--- src/exe_pkg.sv ---
package exe_pkg;

    localparam int xlen = 32;

    typedef logic [4:0]      reg_addr_t;
    typedef logic [xlen-1:0] word_t;

    // return address distance from the branch pc
    localparam word_t link_offset = 32'd4;

    typedef enum logic [4:0] {
        op_add,
        op_sub,
        op_slt,
        op_sltu,
        op_and,
        op_or,
        op_xor,
        op_nor,
        op_sll,
        op_srl,
        op_sra,
        op_mul,
        op_mulh,
        op_mulhu,
        op_beq,
        op_bne,
        op_blt,
        op_bge,
        op_bltu,
        op_bgeu,
        op_b,
        op_bl,
        op_jirl
    } exe_op_t;

    function automatic logic is_alu(input exe_op_t op);
        return (op >= op_add) && (op <= op_sra);
    endfunction

    function automatic logic is_mul(input exe_op_t op);
        return (op == op_mul) || (op == op_mulh) || (op == op_mulhu);
    endfunction

    function automatic logic is_branch(input exe_op_t op);
        return (op >= op_beq) && (op <= op_jirl);
    endfunction

endpackage

--- src/exe_alu.sv ---
`timescale 1ns/1ps

module exe_alu (
    input  exe_pkg::exe_op_t op,
    input  exe_pkg::word_t   a,
    input  exe_pkg::word_t   b,
    output exe_pkg::word_t   result
);

    import exe_pkg::*;

    logic [4:0] shamt;
    logic       lt_signed;
    logic       lt_unsigned;

    // shift amount from the low bits only
    assign shamt       = b[4:0];
    assign lt_signed   = $signed(a) < $signed(b);
    assign lt_unsigned = a < b;

    always_comb begin
        case (op)
            op_add:  result = a + b;
            op_sub:  result = a - b;
            op_slt:  result = {{(xlen-1){1'b0}}, lt_signed};
            op_sltu: result = {{(xlen-1){1'b0}}, lt_unsigned};
            op_and:  result = a & b;
            op_or:   result = a | b;
            op_xor:  result = a ^ b;
            op_nor:  result = ~(a | b);
            op_sll:  result = a << shamt;
            op_srl:  result = a >> shamt;
            op_sra:  result = word_t'($signed(a) >>> shamt);
            // multiply and branch ops are handled elsewhere
            default: result = '0;
        endcase
    end

endmodule

--- src/exe_branch.sv ---
`timescale 1ns/1ps

module exe_branch (
    input  exe_pkg::exe_op_t op,
    input  exe_pkg::word_t   pc,
    input  exe_pkg::word_t   pc_next,
    input  exe_pkg::word_t   src0,
    input  exe_pkg::word_t   src1,
    input  exe_pkg::word_t   imm,
    output exe_pkg::word_t   link,
    output exe_pkg::word_t   next_pc,
    output logic             mispredict
);

    import exe_pkg::*;

    logic  equal;
    logic  lt_signed;
    logic  lt_unsigned;
    logic  taken;
    word_t target;

    assign equal       = src0 == src1;
    assign lt_signed   = $signed(src0) < $signed(src1);
    assign lt_unsigned = src0 < src1;

    always_comb begin
        case (op)
            op_beq:  taken = equal;
            op_bne:  taken = !equal;
            op_blt:  taken = lt_signed;
            op_bge:  taken = !lt_signed;
            op_bltu: taken = lt_unsigned;
            op_bgeu: taken = !lt_unsigned;
            // unconditional forms
            op_b,
            op_bl,
            op_jirl: taken = 1'b1;
            default: taken = 1'b0;
        endcase
    end

    // register-indirect target only for jirl
    assign target = (op == op_jirl) ? src0 + imm : pc + imm;

    // fall-through pc doubles as the link value
    assign link    = pc + link_offset;
    assign next_pc = taken ? target : link;

    // top level qualifies this with the branch class
    assign mispredict = next_pc != pc_next;

endmodule

--- src/exe_mul.sv ---
`timescale 1ns/1ps

module exe_mul (
    input  logic             clk,
    input  logic             rst_n,
    input  logic             advance,
    input  exe_pkg::exe_op_t op,
    input  exe_pkg::word_t   a,
    input  exe_pkg::word_t   b,
    output exe_pkg::word_t   result
);

    import exe_pkg::*;

    logic        op_signed;
    logic        a_ext;
    logic        b_ext;
    logic [31:0] pp_ll_d;
    logic [31:0] pp_lh_d;
    logic [31:0] pp_hl_d;
    logic [31:0] pp_hh_d;
    word_t       corr_d;
    logic [31:0] pp_ll_q;
    logic [31:0] pp_lh_q;
    logic [31:0] pp_hl_q;
    logic [31:0] pp_hh_q;
    word_t       corr_q;
    exe_op_t     op_q;
    logic [63:0] product;

    // only mulhu treats operands as unsigned
    assign op_signed = (op == op_mul) || (op == op_mulh);

    // bit 32 of each extended operand
    assign a_ext = op_signed && a[31];
    assign b_ext = op_signed && b[31];

    assign pp_ll_d = {16'b0, a[15:0]} * {16'b0, b[15:0]};
    assign pp_lh_d = {16'b0, a[15:0]} * {16'b0, b[31:16]};
    assign pp_hl_d = {16'b0, a[31:16]} * {16'b0, b[15:0]};
    assign pp_hh_d = {16'b0, a[31:16]} * {16'b0, b[31:16]};

    // a negative operand takes the other one off the high word
    assign corr_d = (a_ext ? b : '0) + (b_ext ? a : '0);

    always_ff @(posedge clk) begin
        if (advance) begin
            pp_ll_q <= pp_ll_d;
            pp_lh_q <= pp_lh_d;
            pp_hl_q <= pp_hl_d;
            pp_hh_q <= pp_hh_d;
            corr_q  <= corr_d;
        end
    end

    always_ff @(posedge clk or negedge rst_n) begin
        if (!rst_n) begin
            op_q <= op_mul;
        end else if (advance) begin
            op_q <= op;
        end
    end

    // second cycle: sum the partials into the full product
    assign product = {pp_hh_q, pp_ll_q}
                   + {16'b0, pp_lh_q, 16'b0}
                   + {16'b0, pp_hl_q, 16'b0}
                   - {corr_q, 32'b0};

    assign result = (op_q == op_mul) ? product[31:0] : product[63:32];

endmodule

--- src/exe_bypass.sv ---
`timescale 1ns/1ps

module exe_bypass (
    input  exe_pkg::reg_addr_t rj0,
    input  exe_pkg::reg_addr_t rk0,
    input  exe_pkg::reg_addr_t rj1,
    input  exe_pkg::reg_addr_t rk1,
    input  logic               en0,
    input  logic               en1,
    input  exe_pkg::word_t     rj0_data,
    input  exe_pkg::word_t     rk0_data,
    input  exe_pkg::word_t     rj1_data,
    input  exe_pkg::word_t     rk1_data,
    input  logic               mid_en0,
    input  logic               mid_en1,
    input  logic               mid_is_mul0,
    input  exe_pkg::reg_addr_t mid_rd0,
    input  exe_pkg::reg_addr_t mid_rd1,
    input  exe_pkg::word_t     mid_data0,
    input  exe_pkg::word_t     mid_data1,
    input  logic               out_en0,
    input  logic               out_en1,
    input  exe_pkg::reg_addr_t out_rd0,
    input  exe_pkg::reg_addr_t out_rd1,
    input  exe_pkg::word_t     out_data0,
    input  exe_pkg::word_t     out_data1,
    output exe_pkg::word_t     src_j0,
    output exe_pkg::word_t     src_k0,
    output exe_pkg::word_t     src_j1,
    output exe_pkg::word_t     src_k1,
    output logic               stall
);

    import exe_pkg::*;

    logic mul_pending;
    logic hit0;
    logic hit1;

    // youngest producer wins; slot 1 is younger than slot 0
    function automatic word_t forward(input reg_addr_t src, input word_t rf_data);
        word_t sel;
        if (src == '0) begin
            sel = '0;
        end else if (mid_en1 && (mid_rd1 == src)) begin
            sel = mid_data1;
        end else if (mid_en0 && !mid_is_mul0 && (mid_rd0 == src)) begin
            sel = mid_data0;
        end else if (out_en1 && (out_rd1 == src)) begin
            sel = out_data1;
        end else if (out_en0 && (out_rd0 == src)) begin
            sel = out_data0;
        end else begin
            sel = rf_data;
        end
        return sel;
    endfunction

    always_comb begin
        src_j0 = forward(rj0, rj0_data);
        src_k0 = forward(rk0, rk0_data);
        src_j1 = forward(rj1, rj1_data);
        src_k1 = forward(rk1, rk1_data);
    end

    // multiply result is not ready until it reaches out
    assign mul_pending = mid_en0 && mid_is_mul0 && (mid_rd0 != '0);
    assign hit0        = en0 && ((rj0 == mid_rd0) || (rk0 == mid_rd0));
    assign hit1        = en1 && ((rj1 == mid_rd0) || (rk1 == mid_rd0));
    assign stall       = mul_pending && (hit0 || hit1);

endmodule

--- src/exe_stage.sv ---
`timescale 1ns/1ps

module exe_stage (
    input  logic               clk,
    input  logic               rst_n,
    input  logic               en0,
    input  exe_pkg::exe_op_t   op0,
    input  exe_pkg::reg_addr_t rd0,
    input  exe_pkg::reg_addr_t rj0,
    input  exe_pkg::reg_addr_t rk0,
    input  exe_pkg::word_t     imm0,
    input  logic               use_imm0,
    input  exe_pkg::word_t     rj_data0,
    input  exe_pkg::word_t     rk_data0,
    input  exe_pkg::word_t     pc,
    input  exe_pkg::word_t     pc_next,
    input  logic               en1,
    input  exe_pkg::exe_op_t   op1,
    input  exe_pkg::reg_addr_t rd1,
    input  exe_pkg::reg_addr_t rj1,
    input  exe_pkg::reg_addr_t rk1,
    input  exe_pkg::word_t     imm1,
    input  logic               use_imm1,
    input  exe_pkg::word_t     rj_data1,
    input  exe_pkg::word_t     rk_data1,
    output logic               wb_en0,
    output exe_pkg::reg_addr_t wb_addr0,
    output exe_pkg::word_t     wb_data0,
    output logic               wb_en1,
    output exe_pkg::reg_addr_t wb_addr1,
    output exe_pkg::word_t     wb_data1,
    output logic               stall,
    output logic               flush,
    output exe_pkg::word_t     correct_pc
);

    import exe_pkg::*;

    logic      accept;
    logic      is_link0;
    logic      writes_rd0;
    logic      branch_go;
    logic      mul_go;
    word_t     src_j0;
    word_t     src_k0;
    word_t     src_j1;
    word_t     src_k1;
    word_t     alu_b0;
    word_t     alu_b1;
    word_t     alu_res0;
    word_t     alu_res1;
    word_t     link;
    word_t     next_pc;
    logic      mispredict;
    word_t     mul_res;
    logic      mid_en0;
    logic      mid_en1;
    logic      mid_is_mul0;
    reg_addr_t mid_rd0;
    reg_addr_t mid_rd1;
    word_t     mid_data0;
    word_t     mid_data1;

    // bundle enters the pipe only on a clean edge
    assign accept     = !stall && !flush;
    assign is_link0   = (op0 == op_bl) || (op0 == op_jirl);
    assign writes_rd0 = is_alu(op0) || is_mul(op0) || is_link0;
    assign branch_go  = accept && en0 && is_branch(op0);
    assign mul_go     = accept && en0 && is_mul(op0);

    assign alu_b0 = use_imm0 ? imm0 : src_k0;
    assign alu_b1 = use_imm1 ? imm1 : src_k1;

    exe_bypass u_bypass (
        .rj0         (rj0),
        .rk0         (rk0),
        .rj1         (rj1),
        .rk1         (rk1),
        .en0         (en0),
        .en1         (en1),
        .rj0_data    (rj_data0),
        .rk0_data    (rk_data0),
        .rj1_data    (rj_data1),
        .rk1_data    (rk_data1),
        .mid_en0     (mid_en0),
        .mid_en1     (mid_en1),
        .mid_is_mul0 (mid_is_mul0),
        .mid_rd0     (mid_rd0),
        .mid_rd1     (mid_rd1),
        .mid_data0   (mid_data0),
        .mid_data1   (mid_data1),
        .out_en0     (wb_en0),
        .out_en1     (wb_en1),
        .out_rd0     (wb_addr0),
        .out_rd1     (wb_addr1),
        .out_data0   (wb_data0),
        .out_data1   (wb_data1),
        .src_j0      (src_j0),
        .src_k0      (src_k0),
        .src_j1      (src_j1),
        .src_k1      (src_k1),
        .stall       (stall)
    );

    exe_alu u_alu0 (
        .op     (op0),
        .a      (src_j0),
        .b      (alu_b0),
        .result (alu_res0)
    );

    exe_alu u_alu1 (
        .op     (op1),
        .a      (src_j1),
        .b      (alu_b1),
        .result (alu_res1)
    );

    exe_branch u_branch (
        .op         (op0),
        .pc         (pc),
        .pc_next    (pc_next),
        .src0       (src_j0),
        .src1       (src_k0),
        .imm        (imm0),
        .link       (link),
        .next_pc    (next_pc),
        .mispredict (mispredict)
    );

    exe_mul u_mul (
        .clk     (clk),
        .rst_n   (rst_n),
        .advance (mul_go),
        .op      (op0),
        .a       (src_j0),
        .b       (src_k0),
        .result  (mul_res)
    );

    // mid: a stall or flush loads a bubble
    always_ff @(posedge clk or negedge rst_n) begin
        if (!rst_n) begin
            mid_en0     <= 1'b0;
            mid_en1     <= 1'b0;
            mid_is_mul0 <= 1'b0;
        end else begin
            mid_en0     <= accept && en0 && writes_rd0;
            mid_en1     <= accept && en1 && is_alu(op1);
            mid_is_mul0 <= mul_go;
        end
    end

    always_ff @(posedge clk) begin
        mid_rd0   <= rd0;
        mid_rd1   <= rd1;
        mid_data0 <= is_link0 ? link : alu_res0;
        mid_data1 <= alu_res1;
    end

    // out: slot 1 behind a mispredicted branch is dropped
    always_ff @(posedge clk or negedge rst_n) begin
        if (!rst_n) begin
            wb_en0 <= 1'b0;
            wb_en1 <= 1'b0;
        end else begin
            wb_en0 <= mid_en0;
            wb_en1 <= mid_en1 && !flush;
        end
    end

    always_ff @(posedge clk) begin
        wb_addr0 <= mid_rd0;
        wb_data0 <= mid_is_mul0 ? mul_res : mid_data0;
        wb_addr1 <= mid_rd1;
        wb_data1 <= mid_data1;
    end

    always_ff @(posedge clk or negedge rst_n) begin
        if (!rst_n) begin
            flush <= 1'b0;
        end else begin
            flush <= branch_go && mispredict;
        end
    end

    always_ff @(posedge clk) begin
        if (branch_go) begin
            correct_pc <= next_pc;
        end
    end

endmodule

--- config.mk ---
export PLATFORM = sky130hd
export DESIGN_NAME = exe_stage
export DESIGN_NICKNAME = d
export VERILOG_FILES = /design/src/exe_pkg.sv /design/src/exe_alu.sv /design/src/exe_branch.sv /design/src/exe_mul.sv /design/src/exe_bypass.sv /design/src/exe_stage.sv
export SDC_FILE = /design/constraint.sdc
export NUM_CORES = 2
export LEC_CHECK = 0
export ABC_AREA = 1
export ABC_CLOCK_PERIOD_IN_PS = 21900
export BUFFER_PORTS_ARGS = -buffer_cell sky130_fd_sc_hd__buf_2
export CORE_UTILIZATION = 50
export DETAILED_ROUTE_END_ITERATION = 8
export PLACE_DENSITY_LB_ADDON = 0.25
export RECOVER_POWER = 50
export SYNTH_ARGS = -nofsm -noshare
export SYNTH_HDL_FRONTEND = slang
export SYNTH_SLANG_ARGS = --single-unit
--- constraint.sdc ---
create_clock -name clk -period 21.9 [get_ports clk]
set_clock_uncertainty 0.2 [all_clocks]
set_input_delay 1.095 -clock clk [delete_from_list [all_inputs] [get_ports clk]]
set_output_delay 1.095 -clock clk [all_outputs]
set_load 0.1 [all_outputs]
* Word level (Yosys, flattened, before mapping)
Index checks and enable logic that the tools add are counted.
** Word-level totals
- Output and inout bits :: 110
- Register bits after elaboration :: 351
** Operators by class
- Equality and inequality tests :: 55
- Magnitude comparators :: 12
- Add/sub/neg operators :: 11
- Reductions and logical operators :: 58
- Shifts and indexed selects :: 6
- Muxes and demuxes :: 32
- Bitwise logic cells :: 8
- Multiply operators :: 4
** Operators by type and width (count)
- $mux W32 :: 29
- $pmux W32 S11 :: 2
- $lt A32 B32 Y1 :: 6
- $add A32 B32 Y32 :: 5
- $add A64 B48 Y64 :: 2
- $mul A16 B16 Y32 :: 4
- $eq A5 B5 Y1 :: 20
- $and A32 B32 Y32 :: 2
- $not A32 Y32 :: 2
- $or A32 B32 Y32 :: 2
- $shl A32 B5 Y32 :: 2
- $shr A32 B5 Y32 :: 2
- $sshr A32 B5 Y32 :: 2
- $sub A32 B32 Y32 :: 2
- $sub A64 B64 Y64 :: 1
- $xor A32 B32 Y32 :: 2
- $eq A5 B4 Y1 const B :: 12
- $eq A5 B3 Y1 const B :: 8
- $logic_and A1 B1 Y1 :: 36
- $eq A5 B5 Y1 const B :: 7
- $add A32 B3 Y32 const B :: 1
- $eq A32 B32 Y1 :: 1
- $ne A32 B32 Y1 :: 1
- $logic_not A5 Y1 :: 6
- other kinds (11) :: 29

* Logic depth before layout (Yosys ltp)
- Depth in word-level cells :: 13
- Mapped depth :: 44
- Mapped depth without buffers :: 40

* Hierarchy
Synthesis repeated with hierarchy kept, for this count alone.
** Unflattened totals
- Cell total of the unflattened synthesis :: 14660
- Area, all modules :: 91738.0 um^2
** Modules (own cells, without submodules)
- exe_mul :: area each 50654.8 um^2, times used 1, sequential area each 4933.5 um^2, cells each 6907
- exe_alu :: area each 10679.0 um^2, times used 2, sequential area each 0.0 um^2, cells each 2209
- exe_bypass :: area each 8624.5 um^2, times used 1, sequential area each 0.0 um^2, cells each 1914
- exe_stage :: area each 5883.1 um^2, times used 1, sequential area each 4073.9 um^2, cells each 436
- exe_branch :: area each 5217.5 um^2, times used 1, sequential area each 0.0 um^2, cells each 985

* Least setup slack after synthesis
OpenSTA, ideal clock, no wires.
- Path kind :: in2reg
- From :: input port rk1[1]
- To :: register u_mul.op_q[4]
- Buffers on the path :: 1
- Path slack :: 11.159 ns
- Library setup time :: 0.123 ns
- Cell stages on the path :: 14
- Arrival :: 10.417 ns
- Cell sequence :: buf_2 > xor2_1 > nor2_1 > and3_1 > o21ai_0 > nand2_1 > o2111ai_1 > inv_1 > nor2_1 > nand2_1 > nor2_1 > inv_1 > nand2_1 > inv_1
** On the way
- Longest elaborated chain between the ends :: 9
** Ends and longest elaborated chain
- start: declaration :: line exe_stage.sv:21 : input exe_pkg::reg_addr_t rk1,
- $eq A5 B5 Y1 :: line exe_bypass.sv:69 : assign hit1 = en1 && ((rj1 == mid_rd0) || (rk1 == mid_rd0));
- $logic_or A1 B1 Y1 :: line exe_bypass.sv:69
- $logic_and A1 B1 Y1 :: line exe_bypass.sv:69
- $logic_or A1 B1 Y1 :: line exe_bypass.sv:70 : assign stall = mul_pending && (hit0 || hit1);
- $logic_and A1 B1 Y1 :: line exe_bypass.sv:70
- net stall :: line exe_stage.sv:32 : output logic stall,
- $logic_not A1 Y1 :: line exe_stage.sv:65 : assign accept = !stall && !flush;
- $logic_and A1 B1 Y1 :: line exe_stage.sv:65
- $logic_and A1 B1 Y1 (2 in series) :: line exe_stage.sv:69 : assign mul_go = accept && en0 && is_mul(op0);
- net mul_go :: line exe_stage.sv:43 : logic mul_go;
- end signal: assignment :: line exe_mul.sv:58 : op_q <= op_mul;
- end signal: assignment :: line exe_mul.sv:60 : op_q <= op;
- end: declaration :: line exe_mul.sv:28 : exe_op_t op_q;
The timed path passes the listed nets, and every way through them passes these cells.
A chain may end at the register's enable or synchronous reset.

* Worst setup path in the final report
- From :: input port rj0[4]
- To :: register u_mul.pp_lh_q[29] (data pin)
** On the way
- Longest elaborated chain between the ends :: 8
- Elaborated cells on any way between the ends :: 15
** Ends and longest elaborated chain
- start: declaration :: line exe_stage.sv:9 : input exe_pkg::reg_addr_t rj0,
- $eq A5 B5 Y1 :: line exe_bypass.sv:51 : end else if (out_en0 && (out_rd0 == src)) begin
- $logic_and A1 B1 Y1 :: line exe_bypass.sv:51
- $mux W32 :: line exe_bypass.sv:51
- $mux W32 :: line exe_bypass.sv:49 : end else if (out_en1 && (out_rd1 == src)) begin
- $mux W32 :: line exe_bypass.sv:47 : end else if (mid_en0 && !mid_is_mul0 && (mid_rd0 == src)) begin
- $mux W32 :: line exe_bypass.sv:45 : end else if (mid_en1 && (mid_rd1 == src)) begin
- $mux W32 * :: line exe_bypass.sv:43 : if (src == '0) begin
- $mul A16 B16 Y32 * :: line exe_mul.sv:39 : assign pp_lh_d = {16'b0, a[15:0]} * {16'b0, b[31:16]};
- net u_mul.pp_lh_d[29] :: line exe_mul.sv:19 : logic [31:0] pp_lh_d;
- end signal: assignment :: line exe_mul.sv:49 : pp_lh_q <= pp_lh_d;
- end: declaration :: line exe_mul.sv:24 : logic [31:0] pp_lh_q;
The timed path passes the listed nets; every way through them passes the cells marked *.

==> flow_summary_export.csv <==
group,metric,value,unit
floorplan,dieArea,165000,um2
yosys,netlist_instances,12000,
final_layout,drive_gt1_share,7.03,%
yosys,async_flop_share,3.13,%
yosys,synth_seq_cells,351,
worst_setup_path,cp.arrival,13.62,ns
place,hpwlAfterDp,342000,um
worst_setup_path,worst-r2r-setup-slack,8.59,ns
detailed_routing,drc,11,
final_layout,fillCellCount,16100,
floorplan,rows,147,
worst_setup_path,worst_ep_required_time,22.13,ns
clock_network,cts_resized,0,
timing,setup_viol,0,
final_layout,multi_input_area,62600,um2
worst_setup_path,critical_path_class,"in -> reg",
detailed_routing,vias,91400,
clock_network,cts_hold_buf,0,
detailed_routing,dr.pass1.iters,9,
worst_setup_path,end_kind,"flip-flop",
floorplan,ios,412,
timing,finalCritPeriodShare,61.2,%
timing,tns,0,ns
yosys,ys_seq_area_share,11.0,%
status,failed_checks,"DRC, capacitance limit, slew limit",
worst_setup_path,cp_max_fo,52,
yosys,yosys_warnings,0,
final_layout,syn_to_final_growth,7.22,%
clock_network,cts_buffers,52,
worst_setup_path,reg2reg_to,"u_mul.pp_lh_q[29]",
yosys,avgSynthCellArea,6.81,um2
final_layout,nets,14100,
power_and_ir_drop,ir_worst_vdd,0.714,mV
place,portBuffers,411,
final_layout,regArea,9010,um2
worst_setup_path,worst_path_max_delay_cell,"clkbuf_1",
timing,fmax,0.0747,GHz
power_and_ir_drop,finalPower,16500,uW
clock_network,clk_latency,0.73,ns
timing,hold_viol_final,0,
global_routing,grt_use_total,51.7,%
global_routing,overflow,0,
worst_setup_path,timing.rr.start,"wb_addr1[2]",
hold_path,hold_depth,0,
timing,timing.final.crit_period,13.39,ns
floorplan,core_area,161000,um2
detailed_routing,finalWirelength,436000,um
hold_path,hp-class,"reg -> reg",
power_and_ir_drop,p_per_area,188,nW/um2
floorplan,die_h,406,um
yosys,ys_top_cells_by_area,"fa_1 20%, ha_1 13%, nand2_1 11%",
clock_network,cts_root_buffer,"clkbuf_16",
detailed_routing,wire_per_inst,30.3,um
global_routing,grt_pass1_wl,611000,um
clock_network,htree_levels,2,
global_routing,antenna_found_initial,54,
detailed_routing,detail-route-antenna-nets,0,
clock_network,cts_sinks,351,
yosys,ys_types,74,
timing,worstMarginPinSlew,3.58,ns
hold_path,hold_start,"mid_rd1[0]",
run,drv_cap,7,
yosys,synth_area,81700,um2
global_routing,grt_max_degree,83,
worst_setup_path,crit_top_cell,"inv_1",
worst_setup_path,reg2regPathDepth,35,
place,gp_congestion,1.12,
yosys,synth_edf_count,192,
clock_network,path_clk_slew,0.07,ns
global_routing,grt_pass1_vias,87700,
floorplan,die_w,406,um
hold_path,holdPathEnd,"wb_addr1[0]",
yosys,synth_top_flop_cell,"edfxtp_1",
yosys,syn_nets,14000,
yosys,synth_top_area_share,20.3,%
power_and_ir_drop,leakagePower,0.0449,uW
status,status,"complete, but fails checks",
worst_setup_path,start_kind,"input pin",
clock_network,clock_path_buffers,3,
yosys,synth_area_leader_cell,"fa_1",
clock_network,cts_setup_buffers,0,
timing,slew_headroom,-139,%
timing,slew_viol_final,243,
detailed_routing,drtIter0Drc,13500,
clock_network,cts_tree,"done",
floorplan,start_util,50.6,%
timing,rsz0062_at_grt,"no",
detailed_routing,vias_per_cell,6.36,
worst_setup_path,critPathMaxStageDelay,1.84,ns
layout make-up:
| type | instances | area share [%] |
|---|---|---|
| Multi-Input combinational cell | 9021 | 71.5 |
| Inverter | 2090 | 8.96 |
| Sequential cell | 351 | 10.3 |
| Tap cell | 2160 | 3.09 |
| Clock buffer | 53 | 1.49 |
| Antenna cell | 47 | 0.134 |
| Timing Repair Buffer | 614 | 3.89 |
| Clock inverter | 44 | 0.654 |
logic make-up (layout without fill, tap and decap cells):
logic type | after synthesis | in the layout | synth area share [%]
buf+inv | 2611 | 2801 | 12.5
fa+ha+maj | 1691 | 1691 | 33.5
xor+xnor | 243 | 243 | 2.61
mux | 3 | 3 | 0.0368
other cells | 0 | 47 | 0
flops | 351 | 351 | 11.0
simple gates | 5248 | 5248 | 27.2
compound gates | 1836 | 1836 | 13.2
through the flow:
step | hold WS (ns) | cells | util, % | instance area (um2) | setup slack (ns)
2_1_floorplan | 0.126 | 12000 | - | 81700 | 11.16
3_3_place_gp | 0.136 | 14200 | 53.2 | 85700 | 11.65
3_5_place_dp | 0.154 | 14200 | 53.2 | 85700 | 11.53
4_1_cts | 0.134 | 14300 | 54.3 | 87600 | 12.16
5_1_grt | 0.159 | 14300 | 54.2 | 87500 | 8.07
6_report | 0.150 | 14400 | 54.3 | 87600 | 8.51
report_power, final:
part	total, uW	switching, uW	internal (uW)	leakage, uW
Clock	974	415	559	0.000895
Sequential	1530	192	1340	0.00307
Combinational	14000	9520	4470	0.0410
layout by cell type (no fill, tap or decap), types with 162 or more instances in the layout:
cell,instances
nand2_1,2461
inv_1,2031
nor2_1,1331
nand3_1,969
ha_1,861
fa_1,830
o21ai_0,592
a21oi_1,587
buf_2,298
buf_4,195
edfxtp_1,192
o211ai_1,165
xor2_1,162
layer usage:
layer / routed length, um / global-route usage, % / vias up
li1: - / - / 38800
met1: 145000 / 58.0 / 43000
met2: 175000 / 73.7 / 7227
met3: 61400 / 20.0 / 2308
met4: 53300 / 51.0 / 34
met5: 590 / 1.58 / -
critical path, delay by kind of cell:
kind | cells | cell delay [ns]
AOI/OAI and AO/OA | 11 | 2.40
xor gates and xnor gates | 1 | 0.16
adders and majority gates | 7 | 2.76
buffers and inverters | 11 | 6.38
and+or+nand+nor | 6 | 0.72
worst max path at each step:
stage | from | endpoint | slack [ns] | depth (start not counted)
detailed placement | rk0[1] | u_mul.pp_hl_q[28] | 11.53 | 37
global route | rj0[4] | u_mul.pp_lh_q[29] | 8.07 | 36
floorplan | rk1[1] | u_mul.op_q[4] | 11.16 | 14
global placement | rk0[1] | u_mul.pp_hl_q[28] | 11.65 | 37
CTS | wb_addr0[0] | u_mul.pp_hl_q[28] | 12.16 | 37
finish | rj0[4] | u_mul.pp_lh_q[29] | 8.51 | 36
synthesized netlist by cell type (145+ instances only):
master and instances:
a21oi_1 589, buf_2 188, clkbuf_1 248, dfxtp_1 148, edfxtp_1 192, fa_1 830, ha_1 861, inv_1 2035
nand2_1 2463, nand3_1 977, nand4_1 145, nor2_1 1343, o211ai_1 165, o21ai_0 590, xor2_1 162
No activity file was read; power rests on OpenSTA's default activity.
